===== src/logic/ctrl_pkg.sv =====
package ctrl_pkg;

    // instruction and address words
    typedef logic [31:0] word_t;

    // register file index
    typedef logic [3:0] reg_idx_t;

    // data processing immediate field
    typedef logic [11:0] imm12_t;

    // nzcv with n in the msb
    typedef logic [3:0] flags_t;

    // instruction class in bits 27..26
    typedef enum logic [1:0] {
        cls_dp     = 2'b00,
        cls_mem    = 2'b01,
        cls_branch = 2'b10,
        cls_undef  = 2'b11
    } instr_class_e;

    // condition field, code 15 is never
    typedef enum logic [3:0] {
        cond_eq = 4'd0,
        cond_ne = 4'd1,
        cond_cs = 4'd2,
        cond_cc = 4'd3,
        cond_mi = 4'd4,
        cond_pl = 4'd5,
        cond_vs = 4'd6,
        cond_vc = 4'd7,
        cond_hi = 4'd8,
        cond_ls = 4'd9,
        cond_ge = 4'd10,
        cond_lt = 4'd11,
        cond_gt = 4'd12,
        cond_le = 4'd13,
        cond_al = 4'd14
    } cond_e;

    // data processing opcodes in bits 24..21
    typedef enum logic [3:0] {
        op_and = 4'd0,
        op_eor = 4'd1,
        op_sub = 4'd2,
        op_rsb = 4'd3,
        op_add = 4'd4,
        op_adc = 4'd5,
        op_sbc = 4'd6,
        op_rsc = 4'd7,
        op_tst = 4'd8,
        op_teq = 4'd9,
        op_cmp = 4'd10,
        op_cmn = 4'd11,
        op_orr = 4'd12,
        op_mov = 4'd13,
        op_bic = 4'd14,
        op_mvn = 4'd15
    } alu_op_e;

    // link register written by branch with link
    localparam reg_idx_t lr_idx = 4'd14;

endpackage


===== src/logic/decode_stage.sv =====
`timescale 1ns/10ps

module decode_stage (
    input  logic                   clk,
    input  logic                   rst_n,

    // from fetch
    input  logic                   f_valid,
    input  ctrl_pkg::word_t        f_instr,
    input  ctrl_pkg::word_t        f_pc,

    // squash from execute
    input  logic                   redirect,

    // decoded instruction
    output logic                   d_valid,
    output ctrl_pkg::word_t        d_pc,
    output ctrl_pkg::cond_e        d_cond,
    output ctrl_pkg::instr_class_e d_class,
    output logic                   d_imm_flag,
    output logic                   d_set_flags,
    output logic                   d_link,
    output logic                   d_load,
    output ctrl_pkg::alu_op_e      d_alu_op,
    output ctrl_pkg::reg_idx_t     d_rn,
    output ctrl_pkg::reg_idx_t     d_rd,
    output ctrl_pkg::reg_idx_t     d_rm,
    output ctrl_pkg::imm12_t       d_imm12,
    output ctrl_pkg::word_t        d_offset
);

    ctrl_pkg::word_t d_instr;

    // younger word arriving with a redirect is dropped too
    always_ff @(posedge clk or negedge rst_n) begin
        if (!rst_n) begin
            d_valid <= 1'b0;
        end else begin
            d_valid <= f_valid && !redirect;
        end
    end

    always_ff @(posedge clk) begin
        if (f_valid) begin
            d_instr <= f_instr;
            d_pc    <= f_pc;
        end
    end

    // field extraction
    assign d_cond      = ctrl_pkg::cond_e'(d_instr[31:28]);
    assign d_class     = ctrl_pkg::instr_class_e'(d_instr[27:26]);
    assign d_imm_flag  = d_instr[25];
    assign d_alu_op    = ctrl_pkg::alu_op_e'(d_instr[24:21]);
    assign d_set_flags = d_instr[20];
    assign d_rn        = d_instr[19:16];
    assign d_rd        = d_instr[15:12];
    assign d_rm        = d_instr[3:0];
    assign d_imm12     = d_instr[11:0];

    // L bit shares bit 20 with the S bit
    assign d_load = d_instr[20];
    assign d_link = d_instr[24];

    // word offset, sign extended and scaled to bytes
    assign d_offset = {{6{d_instr[23]}}, d_instr[23:0], 2'b00};

endmodule


===== src/logic/execute_stage.sv =====
`timescale 1ns/10ps

module execute_stage (
    input  logic                   clk,
    input  logic                   rst_n,
    input  ctrl_pkg::flags_t       flags,

    // from decode
    input  logic                   d_valid,
    input  ctrl_pkg::word_t        d_pc,
    input  ctrl_pkg::cond_e        d_cond,
    input  ctrl_pkg::instr_class_e d_class,
    input  logic                   d_imm_flag,
    input  logic                   d_set_flags,
    input  logic                   d_link,
    input  logic                   d_load,
    input  ctrl_pkg::alu_op_e      d_alu_op,
    input  ctrl_pkg::reg_idx_t     d_rn,
    input  ctrl_pkg::reg_idx_t     d_rd,
    input  ctrl_pkg::reg_idx_t     d_rm,
    input  ctrl_pkg::imm12_t       d_imm12,
    input  ctrl_pkg::word_t        d_offset,

    // branch back to fetch and decode
    output logic                   redirect,
    output ctrl_pkg::word_t        redirect_pc,

    // execute control word
    output logic                   ex_valid,
    output logic                   ex_pass,
    output ctrl_pkg::alu_op_e      alu_op,
    output ctrl_pkg::reg_idx_t     rn,
    output ctrl_pkg::reg_idx_t     rm,
    output ctrl_pkg::imm12_t       imm12,
    output logic                   use_imm,
    output logic                   en_status,
    output logic                   mem_r_en,
    output logic                   mem_w_en,

    // toward result stage
    output ctrl_pkg::instr_class_e x_class,
    output logic                   x_load,
    output logic                   x_link,
    output ctrl_pkg::reg_idx_t     x_rd,
    output logic                   x_writes_rd
);

    logic take;
    logic pass;
    logic is_compare;

    function automatic logic cond_ok(input ctrl_pkg::cond_e cond, input ctrl_pkg::flags_t f);
        logic n;
        logic z;
        logic c;
        logic v;
        n = f[3];
        z = f[2];
        c = f[1];
        v = f[0];
        case (cond)
            ctrl_pkg::cond_eq: cond_ok = z;
            ctrl_pkg::cond_ne: cond_ok = !z;
            ctrl_pkg::cond_cs: cond_ok = c;
            ctrl_pkg::cond_cc: cond_ok = !c;
            ctrl_pkg::cond_mi: cond_ok = n;
            ctrl_pkg::cond_pl: cond_ok = !n;
            ctrl_pkg::cond_vs: cond_ok = v;
            ctrl_pkg::cond_vc: cond_ok = !v;
            ctrl_pkg::cond_hi: cond_ok = c && !z;
            ctrl_pkg::cond_ls: cond_ok = !c || z;
            ctrl_pkg::cond_ge: cond_ok = (n == v);
            ctrl_pkg::cond_lt: cond_ok = (n != v);
            ctrl_pkg::cond_gt: cond_ok = !z && (n == v);
            ctrl_pkg::cond_le: cond_ok = z || (n != v);
            ctrl_pkg::cond_al: cond_ok = 1'b1;
            // code 15, never
            default:           cond_ok = 1'b0;
        endcase
    endfunction

    // the input seen while redirect is high is younger than the branch
    assign take = d_valid && !redirect;
    assign pass = take && cond_ok(d_cond, flags);

    assign is_compare = (d_alu_op == ctrl_pkg::op_tst) || (d_alu_op == ctrl_pkg::op_teq) ||
                        (d_alu_op == ctrl_pkg::op_cmp) || (d_alu_op == ctrl_pkg::op_cmn);

    always_ff @(posedge clk or negedge rst_n) begin
        if (!rst_n) begin
            ex_valid  <= 1'b0;
            ex_pass   <= 1'b0;
            en_status <= 1'b0;
            mem_r_en  <= 1'b0;
            mem_w_en  <= 1'b0;
            redirect  <= 1'b0;
        end else begin
            ex_valid  <= take;
            ex_pass   <= pass;
            en_status <= pass && (d_class == ctrl_pkg::cls_dp) && d_set_flags;
            mem_r_en  <= pass && (d_class == ctrl_pkg::cls_mem) && d_load;
            mem_w_en  <= pass && (d_class == ctrl_pkg::cls_mem) && !d_load;
            redirect  <= pass && (d_class == ctrl_pkg::cls_branch);
        end
    end

    always_ff @(posedge clk) begin
        if (take) begin
            alu_op      <= d_alu_op;
            rn          <= d_rn;
            rm          <= d_rm;
            imm12       <= d_imm12;
            use_imm     <= d_imm_flag;
            x_class     <= d_class;
            x_load      <= d_load;
            x_link      <= d_link;
            x_rd        <= d_rd;
            x_writes_rd <= (d_class == ctrl_pkg::cls_dp) && !is_compare;
            // pc reads two words ahead
            redirect_pc <= d_pc + 32'd8 + d_offset;
        end
    end

endmodule


===== src/logic/fetch_port.sv =====
`timescale 1ns/10ps

module fetch_port #(
    parameter ctrl_pkg::word_t RESET_VECTOR = 32'h0000_0000
) (
    input  logic            clk,
    input  logic            rst_n,

    // instruction memory, four-phase req/ack
    input  logic            imem_ack,
    input  ctrl_pkg::word_t imem_rdata,
    output logic            imem_req,
    output ctrl_pkg::word_t imem_addr,

    // taken branch from execute
    input  logic            redirect,
    input  ctrl_pkg::word_t redirect_pc,

    // fetched word toward decode
    output logic            f_valid,
    output ctrl_pkg::word_t f_instr,
    output ctrl_pkg::word_t f_pc
);

    typedef enum logic [1:0] {
        st_boot,
        st_request,
        st_release,
        st_deliver
    } fetch_state_e;

    fetch_state_e    state;
    ctrl_pkg::word_t pc;
    ctrl_pkg::word_t pend_pc;
    logic            drop;

    // pc stays put from request until deliver, so the address is stable
    assign imem_req  = (state == st_request);
    assign imem_addr = pc;
    assign f_pc      = pc;
    assign f_valid   = (state == st_deliver) && !drop;

    always_ff @(posedge clk or negedge rst_n) begin
        if (!rst_n) begin
            state <= st_boot;
            pc    <= '0;
            drop  <= 1'b0;
        end else begin
            case (state)
                st_boot: begin
                    pc    <= RESET_VECTOR;
                    state <= st_request;
                end
                st_request: begin
                    if (imem_ack) begin
                        state <= st_release;
                    end
                end
                st_release: begin
                    // wait for the memory to drop ack
                    if (!imem_ack) begin
                        state <= st_deliver;
                    end
                end
                st_deliver: begin
                    // latest redirect wins over a remembered one
                    if (redirect) begin
                        pc <= redirect_pc;
                    end else if (drop) begin
                        pc <= pend_pc;
                    end else begin
                        pc <= pc + 32'd4;
                    end
                    drop  <= 1'b0;
                    state <= st_request;
                end
                default: begin
                    state <= st_boot;
                end
            endcase

            // redirect during a fetch in flight kills that word
            if (redirect && (state == st_request || state == st_release)) begin
                drop <= 1'b1;
            end
        end
    end

    always_ff @(posedge clk) begin
        if (state == st_request && imem_ack) begin
            f_instr <= imem_rdata;
        end
        if (redirect) begin
            pend_pc <= redirect_pc;
        end
    end

endmodule


===== src/logic/pipe_controller.sv =====
`timescale 1ns/10ps

module pipe_controller #(
    parameter ctrl_pkg::word_t RESET_VECTOR = 32'h0000_0000
) (
    input  logic               clk,
    input  logic               rst_n,

    // instruction memory
    output logic               imem_req,
    output ctrl_pkg::word_t    imem_addr,
    input  logic               imem_ack,
    input  ctrl_pkg::word_t    imem_rdata,

    // status flags from the datapath
    input  ctrl_pkg::flags_t   flags,

    // execute outputs
    output logic               ex_valid,
    output logic               ex_pass,
    output ctrl_pkg::alu_op_e  alu_op,
    output ctrl_pkg::reg_idx_t rn,
    output ctrl_pkg::reg_idx_t rm,
    output ctrl_pkg::imm12_t   imm12,
    output logic               use_imm,
    output logic               en_status,
    output logic               mem_r_en,
    output logic               mem_w_en,
    output logic               redirect,
    output ctrl_pkg::word_t    redirect_pc,

    // write-back outputs
    output logic               wb_valid,
    output logic               reg_w_en,
    output logic               ldr_w_en,
    output ctrl_pkg::reg_idx_t reg_w_addr
);

    logic                   f_valid;
    ctrl_pkg::word_t        f_instr;
    ctrl_pkg::word_t        f_pc;

    logic                   d_valid;
    ctrl_pkg::word_t        d_pc;
    ctrl_pkg::cond_e        d_cond;
    ctrl_pkg::instr_class_e d_class;
    logic                   d_imm_flag;
    logic                   d_set_flags;
    logic                   d_link;
    logic                   d_load;
    ctrl_pkg::alu_op_e      d_alu_op;
    ctrl_pkg::reg_idx_t     d_rn;
    ctrl_pkg::reg_idx_t     d_rd;
    ctrl_pkg::reg_idx_t     d_rm;
    ctrl_pkg::imm12_t       d_imm12;
    ctrl_pkg::word_t        d_offset;

    ctrl_pkg::instr_class_e x_class;
    logic                   x_load;
    logic                   x_link;
    ctrl_pkg::reg_idx_t     x_rd;
    logic                   x_writes_rd;

    fetch_port #(
        .RESET_VECTOR (RESET_VECTOR)
    ) u_fetch (
        .clk         (clk),
        .rst_n       (rst_n),
        .imem_ack    (imem_ack),
        .imem_rdata  (imem_rdata),
        .imem_req    (imem_req),
        .imem_addr   (imem_addr),
        .redirect    (redirect),
        .redirect_pc (redirect_pc),
        .f_valid     (f_valid),
        .f_instr     (f_instr),
        .f_pc        (f_pc)
    );

    decode_stage u_decode (
        .clk         (clk),
        .rst_n       (rst_n),
        .f_valid     (f_valid),
        .f_instr     (f_instr),
        .f_pc        (f_pc),
        .redirect    (redirect),
        .d_valid     (d_valid),
        .d_pc        (d_pc),
        .d_cond      (d_cond),
        .d_class     (d_class),
        .d_imm_flag  (d_imm_flag),
        .d_set_flags (d_set_flags),
        .d_link      (d_link),
        .d_load      (d_load),
        .d_alu_op    (d_alu_op),
        .d_rn        (d_rn),
        .d_rd        (d_rd),
        .d_rm        (d_rm),
        .d_imm12     (d_imm12),
        .d_offset    (d_offset)
    );

    execute_stage u_execute (
        .clk         (clk),
        .rst_n       (rst_n),
        .flags       (flags),
        .d_valid     (d_valid),
        .d_pc        (d_pc),
        .d_cond      (d_cond),
        .d_class     (d_class),
        .d_imm_flag  (d_imm_flag),
        .d_set_flags (d_set_flags),
        .d_link      (d_link),
        .d_load      (d_load),
        .d_alu_op    (d_alu_op),
        .d_rn        (d_rn),
        .d_rd        (d_rd),
        .d_rm        (d_rm),
        .d_imm12     (d_imm12),
        .d_offset    (d_offset),
        .redirect    (redirect),
        .redirect_pc (redirect_pc),
        .ex_valid    (ex_valid),
        .ex_pass     (ex_pass),
        .alu_op      (alu_op),
        .rn          (rn),
        .rm          (rm),
        .imm12       (imm12),
        .use_imm     (use_imm),
        .en_status   (en_status),
        .mem_r_en    (mem_r_en),
        .mem_w_en    (mem_w_en),
        .x_class     (x_class),
        .x_load      (x_load),
        .x_link      (x_link),
        .x_rd        (x_rd),
        .x_writes_rd (x_writes_rd)
    );

    result_stage u_result (
        .clk         (clk),
        .rst_n       (rst_n),
        .x_valid     (ex_valid),
        .x_pass      (ex_pass),
        .x_class     (x_class),
        .x_load      (x_load),
        .x_link      (x_link),
        .x_rd        (x_rd),
        .x_writes_rd (x_writes_rd),
        .wb_valid    (wb_valid),
        .reg_w_en    (reg_w_en),
        .ldr_w_en    (ldr_w_en),
        .reg_w_addr  (reg_w_addr)
    );

endmodule


===== src/logic/result_stage.sv =====
`timescale 1ns/10ps

module result_stage (
    input  logic                   clk,
    input  logic                   rst_n,

    // from execute
    input  logic                   x_valid,
    input  logic                   x_pass,
    input  ctrl_pkg::instr_class_e x_class,
    input  logic                   x_load,
    input  logic                   x_link,
    input  ctrl_pkg::reg_idx_t     x_rd,
    input  logic                   x_writes_rd,

    // write-back enables
    output logic                   wb_valid,
    output logic                   reg_w_en,
    output logic                   ldr_w_en,
    output ctrl_pkg::reg_idx_t     reg_w_addr
);

    logic dp_write;
    logic bl_write;
    logic ld_write;

    assign dp_write = x_valid && x_pass && (x_class == ctrl_pkg::cls_dp) && x_writes_rd;
    assign bl_write = x_valid && x_pass && (x_class == ctrl_pkg::cls_branch) && x_link;
    assign ld_write = x_valid && x_pass && (x_class == ctrl_pkg::cls_mem) && x_load;

    always_ff @(posedge clk or negedge rst_n) begin
        if (!rst_n) begin
            wb_valid <= 1'b0;
            reg_w_en <= 1'b0;
            ldr_w_en <= 1'b0;
        end else begin
            wb_valid <= x_valid;
            reg_w_en <= dp_write || bl_write;
            ldr_w_en <= ld_write;
        end
    end

    // branch with link saves the return address in lr
    always_ff @(posedge clk) begin
        if (x_valid) begin
            reg_w_addr <= bl_write ? ctrl_pkg::lr_idx : x_rd;
        end
    end

endmodule


===== config.mk =====
export PLATFORM = sky130hd
export DESIGN_NAME = pipe_controller
export DESIGN_NICKNAME = d
export VERILOG_FILES = /design/src/logic/ctrl_pkg.sv /design/src/logic/decode_stage.sv /design/src/logic/execute_stage.sv /design/src/logic/fetch_port.sv /design/src/logic/pipe_controller.sv /design/src/logic/result_stage.sv
export SDC_FILE = /design/constraint.sdc
export NUM_CORES = 1
export LEC_CHECK = 0
export ABC_AREA = 0
export BUFFER_PORTS_ARGS = -buffer_cell sky130_fd_sc_hd__buf_2
export CORE_MARGIN = 3
export CORE_UTILIZATION = 25
export CTS_CLUSTER_DIAMETER = 40
export DETAILED_ROUTE_END_ITERATION = 10
export GPL_TIMING_DRIVEN = 0
export SYNTH_ARGS = -nofsm -noshare
export SYNTH_HDL_FRONTEND = slang
export SYNTH_SLANG_ARGS = --single-unit

===== constraint.sdc =====
create_clock -name clk -period 6.4 [get_ports clk]
set_input_delay 0.64 -clock clk [delete_from_list [all_inputs] [get_ports clk]]
set_output_delay 0.64 -clock clk [all_outputs]
set_load 0.05 [all_outputs]

==> parameters.txt, run 1 <==
Parameter                              Value

Clock network
  Clock-pin slew on the worst setup and hold paths    around 0.050 ns
  CTS H-tree depth    2
  CTS tree    done
  Number of hold-repair buffers added at the cts stage    0
  Root buffer cell    sky130_fd_sc_hd__clkbuf_16
  Count of instances resized after the clock tree is built    0
  Source-to-sink clock delay at the later pin of the worst-skew pair    0.53 ns
  CTS Sinks    238
  Bufs on Longest Clock Path    3
  Post-CTS setup buffer count    0
  Total CTS buffers    between 40 and 50

Final layout
  Share of cells above drive strength 1    around a quarter
  Number of filler cells placed in the layout    4164
  Commonest cells after routing, fill and taps aside    193 x sky130_fd_sc_hd__edfxtp_1, 141 x sky130_fd_sc_hd__buf_2, 65 x sky130_fd_sc_hd__nand2_1
  Count of antenna diodes in the layout    0
  Nets    1104
  Most common cell after layout, fill and taps aside    sky130_fd_sc_hd__edfxtp_1
  Signed area change from the synthesized netlist to the final layout    27.8%

Worst setup path
  Sort of element at the end of the critical path    flop
  Crit Reg-Reg Startpoint    u_decode.d_instr[1]$_DFFE_PP_
  FF-to-FF setup slack    approximately 3.1 ns
  Required time at the worst-slack endpoint    6.69 ns
  Endpoint of the worst-slack reg-to-reg timing path    u_execute.redirect_pc[29]$_DFFE_PP_
  Kind of critical path    flop to flop
  Launching element type of the critical path    flop
  Depth of the most critical reg-to-reg path    12
  Worst Path Max Fanout    3
  Critical path data arrival time    3.56 ns

Drt
  Number of DRC markers after the initial detailed-route iteration    around 530
  Number of vias in the routed layout    between 7k and 8k
  Number of detailed-routing iterations run before antenna repair    5
  Routed Wire Length    30700 um
  Remaining antenna violation count after routing    0
  Count of unresolved DRC violations after routing    0
  Vias per inst    4.77
  Drt wl/cell    about 20 um

GRT
  Wire length of the first global-routing pass    roughly 45000 um
  Most heavily used metal layer in global routing    met2
  Congestion Overflow GR    0
  Met3 Usage GRT    3.11%
  Met2 track demand over resource    around a fifth
  Overall routing resource usage    between 10% and 20%
  Number of global-route vias before repair    7579
  Maximum number of pins on one net before global-route repair    46
  Number of antenna violations at the first check in global routing    0
  Global-route met1 utilization    17.7%

STA
  Fmax    306 MHz
  Post-route setup slack    3.13 ns
  Relative slew slack    between 10% and 20%
  Actual transition at the worst max-transition pin    1.28 ns
  Max Slew Vio Count    0
  RSZ-0062 raised after global routing    no
  Fin Clk Skew    around 0.02 ns
  Endpoints failing hold    0
  Final setup violation count    0
  Time the worst path needs with I/O delays and setup    3.27 ns
  Final period util    51.1%

Flow run
  Max Cap Violations    0

Worst hold path
  WHS Path Cells    1
  Worst hold path class    input pin to flop
  Hold Crit Endpoint    u_fetch.f_instr[19]$_DFFE_PP_
  Source of the worst hold timing path    imem_rdata[19]

Placed design
  Port Buf Inserts    141
  HPWL after DPL    21800 um
  Pre-CTS setup slack    roughly 3.2 ns
  Final GP Congestion    about 0.83

Synthesis
  Flip-flop cell with the highest count after synthesis    sky130_fd_sc_hd__edfxtp_1
  Synthesized area per cell    roughly 13 um^2
  Post-synthesis register bit count    roughly 240
  Combined area of all synthesized cells    roughly 11000 um^2
  Number of different library cells in the post-synthesis netlist    a little under 70
  Proportion of synthesized chip area in sequential cells    about two thirds
  Net count of the mapped netlist    914
  Share of flip-flops with an asynchronous set or reset    a little under a fifth
  Post-synthesis cell count    812
  YS warnings    0
  Number of enable-type register cells in the synthesized netlist    193

Die
  Effective utilization at floorplan    approximately 25%
  Area of the die    between 40000 and 50000 um^2
  Core area    ~42000 um^2
  Die boundary height    213 um
  Standard-cell rows    75
  Die width    213 um
  Number of placed I/O pins    142

Outcome
  Run status    completed
[worst max path at each step]
stage,depth (start not counted),to,from
after floorplan,5,u_execute.mem_w_en$_DFF_PN0_,u_execute.redirect$_DFF_PN0_
after global placement,5,u_execute.mem_w_en$_DFF_PN0_,u_execute.redirect$_DFF_PN0_
final,12,u_execute.redirect_pc[29]$_DFFE_PP_,u_decode.d_instr[1]$_DFFE_PP_
after CTS,12,u_execute.redirect_pc[29]$_DFFE_PP_,u_decode.d_instr[1]$_DFFE_PP_
after detailed placement,12,u_execute.redirect_pc[29]$_DFFE_PP_,u_decode.d_instr[1]$_DFFE_PP_
after global routing,12,u_execute.redirect_pc[29]$_DFFE_PP_,u_decode.d_instr[1]$_DFFE_PP_
[logic make-up (layout without fill, tap and decap cells)]
family	count (synthesis)	count (layout)	synth area share, %
simple gates	200	200	8.64
buf+inv	56	277	2.28
flops	238	238	64.7
compound gates	213	213	13.4
mux	7	7	0.666
fa+ha+maj	63	63	7.44
xor+xnor	35	35	2.86
[synth_stat cells (9+ instances only)]
| master | number | share of area (%) |
|---|---|---|
| sky130_fd_sc_hd__xor2_1 | 11 | 0.90 |
| sky130_fd_sc_hd__a22oi_1 | 11 | 0.77 |
| sky130_fd_sc_hd__clkbuf_1 | 22 | 0.77 |
| sky130_fd_sc_hd__dfrtp_1 | 45 | 11 |
| sky130_fd_sc_hd__xnor2_1 | 24 | 2.0 |
| sky130_fd_sc_hd__a21oi_1 | 43 | 2.0 |
| sky130_fd_sc_hd__inv_1 | 23 | 0.81 |
| sky130_fd_sc_hd__nand3_1 | 23 | 1.1 |
| sky130_fd_sc_hd__o21ai_0 | 57 | 2.7 |
| sky130_fd_sc_hd__a21o_1 | 9 | 0.63 |
| sky130_fd_sc_hd__edfxtp_1 | 193 | 54 |
| sky130_fd_sc_hd__ha_1 | 62 | 7.2 |
| sky130_fd_sc_hd__nand2_1 | 65 | 2.3 |
| sky130_fd_sc_hd__nor2_1 | 59 | 2.1 |
| sky130_fd_sc_hd__nor3_1 | 10 | 0.47 |
[stage by stage]
stage | hold slack (ns) | cells | util, % | instance area [um^2] | TNS, ns
6_report | 0.275 | 1572 | 32.5 | 13700 | 0
5_1_grt | 0.253 | 1572 | 32.5 | 13700 | 0
2_1_floorplan | 0.344 | 812 | - | 10700 | 0
3_3_place_gp | 0.401 | 1492 | 28.7 | 12100 | -48.51
3_5_place_dp | 0.405 | 1496 | 28.9 | 12200 | 0
4_1_cts | 0.254 | 1572 | 32.5 | 13700 | 0
[state kept, by name, summed over array words and instances (netlist names), 3 cells and up]
| register | count |
|---|---|
| u_fetch.pend_pc | 32 |
| u_fetch.f_pc | 32 |
| u_fetch.f_instr | 32 |
| u_execute.redirect_pc | 32 |
| u_decode.d_instr | 32 |
| u_result.reg_w_addr | 4 |
| u_execute.imm12 | 12 |
| u_execute.alu_op | 3 |
| u_execute.x_rd | 4 |
| u_execute.rn | 4 |
| u_decode.d_pc | 32 |
[layout make-up]
class	count	area [um^2]	area share, %
Sequential cell	238	6920	50.6
Buffer	32	154	1.13
Tap cell	539	674	4.93
Clock inverter	32	418	3.06
Multi-Input combinational cell	518	3550	26.0
Inverter	24	90.1	0.659
Clock buffer	44	1080	7.89
Timing Repair Buffer	145	786	5.74
[per-layer routing]
| metal | vias up | wire [um] |
|---|---|---|
| met2 | 268 | 14200 |
| met1 | 3662 | 13600 |
| li1 | 3499 | - |
| met5 | - | 0 |
| met3 | 62 | 1990 |
| met4 | 0 | 867 |
[worst max-delay path, stage by stage, from the launching register on]
cell                       delay [ns]
sky130_fd_sc_hd__edfxtp_1        0.34
sky130_fd_sc_hd__inv_1           0.05
sky130_fd_sc_hd__ha_1            0.26
sky130_fd_sc_hd__inv_1           0.04
sky130_fd_sc_hd__ha_1            0.24
sky130_fd_sc_hd__fa_1            0.44
sky130_fd_sc_hd__a211oi_1        0.42
sky130_fd_sc_hd__o211a_1         0.25
sky130_fd_sc_hd__or3_1           0.16
sky130_fd_sc_hd__nand3_1         0.16
sky130_fd_sc_hd__a31oi_1         0.30
sky130_fd_sc_hd__nand2_1         0.15
sky130_fd_sc_hd__o221a_2         0.24
Power of run 1 is left out: the tool's default activity adds up to more than one toggle a clock period on the data nets, which glitch-free logic cannot reach.
==> run 2: changes to the inputs <==
==> constraint.sdc (replaced) <==
create_clock -name clk -period 2.75 [get_ports clk]
set_input_delay 0.275 -clock clk [delete_from_list [all_inputs] [get_ports clk]]
set_output_delay 0.275 -clock clk [all_outputs]
set_load 0.05 [all_outputs]
==> run 2 against run 1 <==
The flow now finishes with violations (negative setup slack). Critical path depth stayed put. Utilization is 1.9 points higher. Cell count is 2.9% higher. Clock skew is 0.012 ns higher. Setup slack got worse by 3.2 ns. Register-to-register slack lost 3.2 ns. Final area increased by 5.8%. First-iteration DRC count grew 11%. Critical path type unchanged. Critical endpoint is now u_execute.redirect_pc[31]$_DFFE_PP_. Largest cell class unchanged.
==> parameters.txt, run 2 (synthesized netlist as in run 1, its figures left out) <==
Parameter                              Value

Outcome
  Run status    complete, but fails checks (was completed)
  Failing checks    negative setup slack

Die
  Area of the die    45300 um^2 (unchanged)
  Die boundary height    213 um (unchanged)
  Effective utilization at floorplan    25.4% (unchanged)
  Number of placed I/O pins    142 (unchanged)
  Die width    213 um (unchanged)
  Standard-cell rows    75 (unchanged)
  Core area    42100 um^2 (unchanged)

Worst setup path
  Launching element type of the critical path    flop (unchanged)
  Sum of buffers and inverters on the critical path    2 (unchanged)
  Critical path data arrival time    3.13 ns (was 3.56 ns)
  Maximum single-stage delay on the critical path    0.37 ns (was 0.44 ns)
  Kind of critical path    flop to flop (unchanged)
  Required time at the worst-slack endpoint    3.03 ns (was 6.69 ns)
  Sort of element at the end of the critical path    flop (unchanged)
  Top Family by Delay on Critical Path    compound AO/OA/AOI/OAI gates (unchanged)
  Sequence of cells on the critical path    inv_1 -> ha_1 -> inv_2 -> ha_4 -> fa_2 -> a211oi_2 -> o211a_1 -> or3_4 -> a31o_4 -> o31ai_4 -> a211o_1 -> xnor2_1 (was inv_1 -> ha_1 -> inv_1 -> ha_1 -> fa_1 -> a211oi_1 -> o211a_1 -> or3_1 -> nand3_1 -> a31oi_1 -> nand2_1 -> o221a_2)
  Critical Path Slowest Stage Cell    sky130_fd_sc_hd__fa_2 (was sky130_fd_sc_hd__fa_1)
  Worst Path Max Fanout    2 (was 3)

STA
  Final period util    104% (was 51.1%)
  Relative slew slack    41.3% (was 14.4%)
  Setup TNS Final    -0.254 ns (was 0 ns)
  Time the worst path needs with I/O delays and setup    2.85 ns (was 3.27 ns)
  RSZ-0062 raised after global routing    yes (was no)
  Post-route setup slack    -0.100 ns (was 3.13 ns)
  Max Slew Vio Count    0 (unchanged)
  Fmax    351 MHz (was 306 MHz)
  Actual transition at the worst max-transition pin    0.880 ns (was 1.28 ns)
  Fin Clk Skew    0.0322 ns (was 0.0199 ns)
  Final setup violation count    5 (was 0)
  Endpoints failing hold    0 (unchanged)

GRT
  Maximum number of pins on one net before global-route repair    46 (unchanged)
  Met2 track demand over resource    21.3% (about the same)
  Wire length of the first global-routing pass    45900 um (was 45500 um)
  Overall routing resource usage    13.4% (was 13.3%)
  Congestion Overflow GR    0 (unchanged)
  Global-route met1 utilization    18.3% (was 17.7%)
  Number of antenna violations at the first check in global routing    0 (unchanged)
  Number of global-route vias before repair    7602 (was 7579)
  Met3 Usage GRT    2.64% (was 3.11%)
  Most heavily used metal layer in global routing    met2 (unchanged)

Clock network
  Root buffer cell    sky130_fd_sc_hd__clkbuf_16 (unchanged)
  Bufs on Longest Clock Path    3 (unchanged)
  Total CTS buffers    42 (was 43)
  Source-to-sink clock delay at the later pin of the worst-skew pair    0.54 ns (was 0.53 ns)
  CTS Sinks    238 (unchanged)
  CTS tree    done (unchanged)
  Clock-pin slew on the worst setup and hold paths    0.06 ns (was 0.05 ns)
  CTS H-tree depth    2 (unchanged)

Final layout
  Count of antenna diodes in the layout    0 (unchanged)
  Share of cells above drive strength 1    28.5% (was 23.7%)
  Non-filler instance count after layout    1618 (was 1572)
  Commonest cells after routing, fill and taps aside    193 x sky130_fd_sc_hd__edfxtp_1, 140 x sky130_fd_sc_hd__buf_2, 64 x sky130_fd_sc_hd__nand2_1 (was 193 x sky130_fd_sc_hd__edfxtp_1, 141 x sky130_fd_sc_hd__buf_2, 65 x sky130_fd_sc_hd__nand2_1)
  Nets    1147 (was 1104)
  Most common cell after layout, fill and taps aside    sky130_fd_sc_hd__edfxtp_1 (unchanged)
  Final cell utilization of the core    34.3% (was 32.5%)
  Signed area change from the synthesized netlist to the final layout    35.2% (was 27.8%)

Flow run
  Max Cap Violations    0 (unchanged)

Drt
  Number of vias in the routed layout    7614 (was 7491)
  Drt wl/cell    19.3 um (was 19.5 um)
  Number of DRC markers after the initial detailed-route iteration    587 (was 531)
  Vias per inst    4.71 (was 4.77)
  Count of unresolved DRC violations after routing    0 (unchanged)
  Routed Wire Length    31200 um (was 30700 um)
  Number of detailed-routing iterations run before antenna repair    5 (unchanged)
  Remaining antenna violation count after routing    0 (unchanged)

Placed design
  Port Buf Inserts    141 (unchanged)
  HPWL after DPL    21800 um (about the same)
  Final GP Congestion    0.831 (was 0.834)
  Number of placed cells counting well taps    1496 (unchanged)

Worst hold path
  Worst hold path class    input pin to flop (unchanged)
## run 2: path summary, 6_finish.rpt
check | slack [ns] | end | cells after the start | start
setup / recovery | -0.10 | u_execute.redirect_pc[31]$_DFFE_PP_ | 12 | u_decode.d_instr[1]$_DFFE_PP_
hold / removal | 0.13 | u_fetch.state[1]$_DFFE_PN0P_ | 3 | imem_ack
setup reg to reg | -0.10 | u_execute.redirect_pc[31]$_DFFE_PP_ | 12 | u_decode.d_instr[1]$_DFFE_PP_
hold reg to reg | 0.41 | u_decode.d_instr[23]$_DFFE_PP_ | 0 | u_fetch.f_instr[23]$_DFFE_PP_
max in group asynchronous | 1.81 | u_execute.redirect$_DFF_PN0_ | 2 | rst_n
min in group asynchronous | 0.36 | u_fetch.f_pc[29]$_DFFE_PN0P_ | 2 | rst_n
## run 2: timing repair
item	CTS	global route
hold buffers	32	1
endpoints found under the hold margin	32	45
setup buffers	9	5
resized for setup	50	16
pin swaps	13	9
endpoints found under the setup margin	32	22
cloned	0	1
## run 2: routing by layer
layer	vias to the layer above	wire, um
met1	3662	14000
met3	59	1990
met5	-	0
met4	0	953
met2	300	14300
li1	3593	-
## run 2: cell type report
type	count	area, um^2
fillers	4091	27700
flip-flops and latches	238	6930
multi-input cells	519	4010
repair buffers	192	1230
clock buffers	46	1090
well taps	539	674
clock inverters	32	314
plain buffers	28	131
inverters	24	93.8
## run 2: tightest hold or removal path, cell delays in order
cell and delay [ns]:
sky130_fd_sc_hd__buf_2 0.10, sky130_fd_sc_hd__mux2i_1 0.11, sky130_fd_sc_hd__mux2i_1 0.13
## run 2: stage by stage
step | setup WS, ns | cell area (um^2) | hold WS (ns)
final | -0.100 | 14500 | 0.128
after floorplan | -0.0599 | 10700 | -0.0206
after detailed placement | -0.521 | 12200 | 0.405
after global routing | -0.218 | 14500 | 0.149
after CTS | -0.131 | 14300 | 0.0673
after global placement | -1.32 | 12100 | 0.401
Power of run 2 is left out for the same reason.
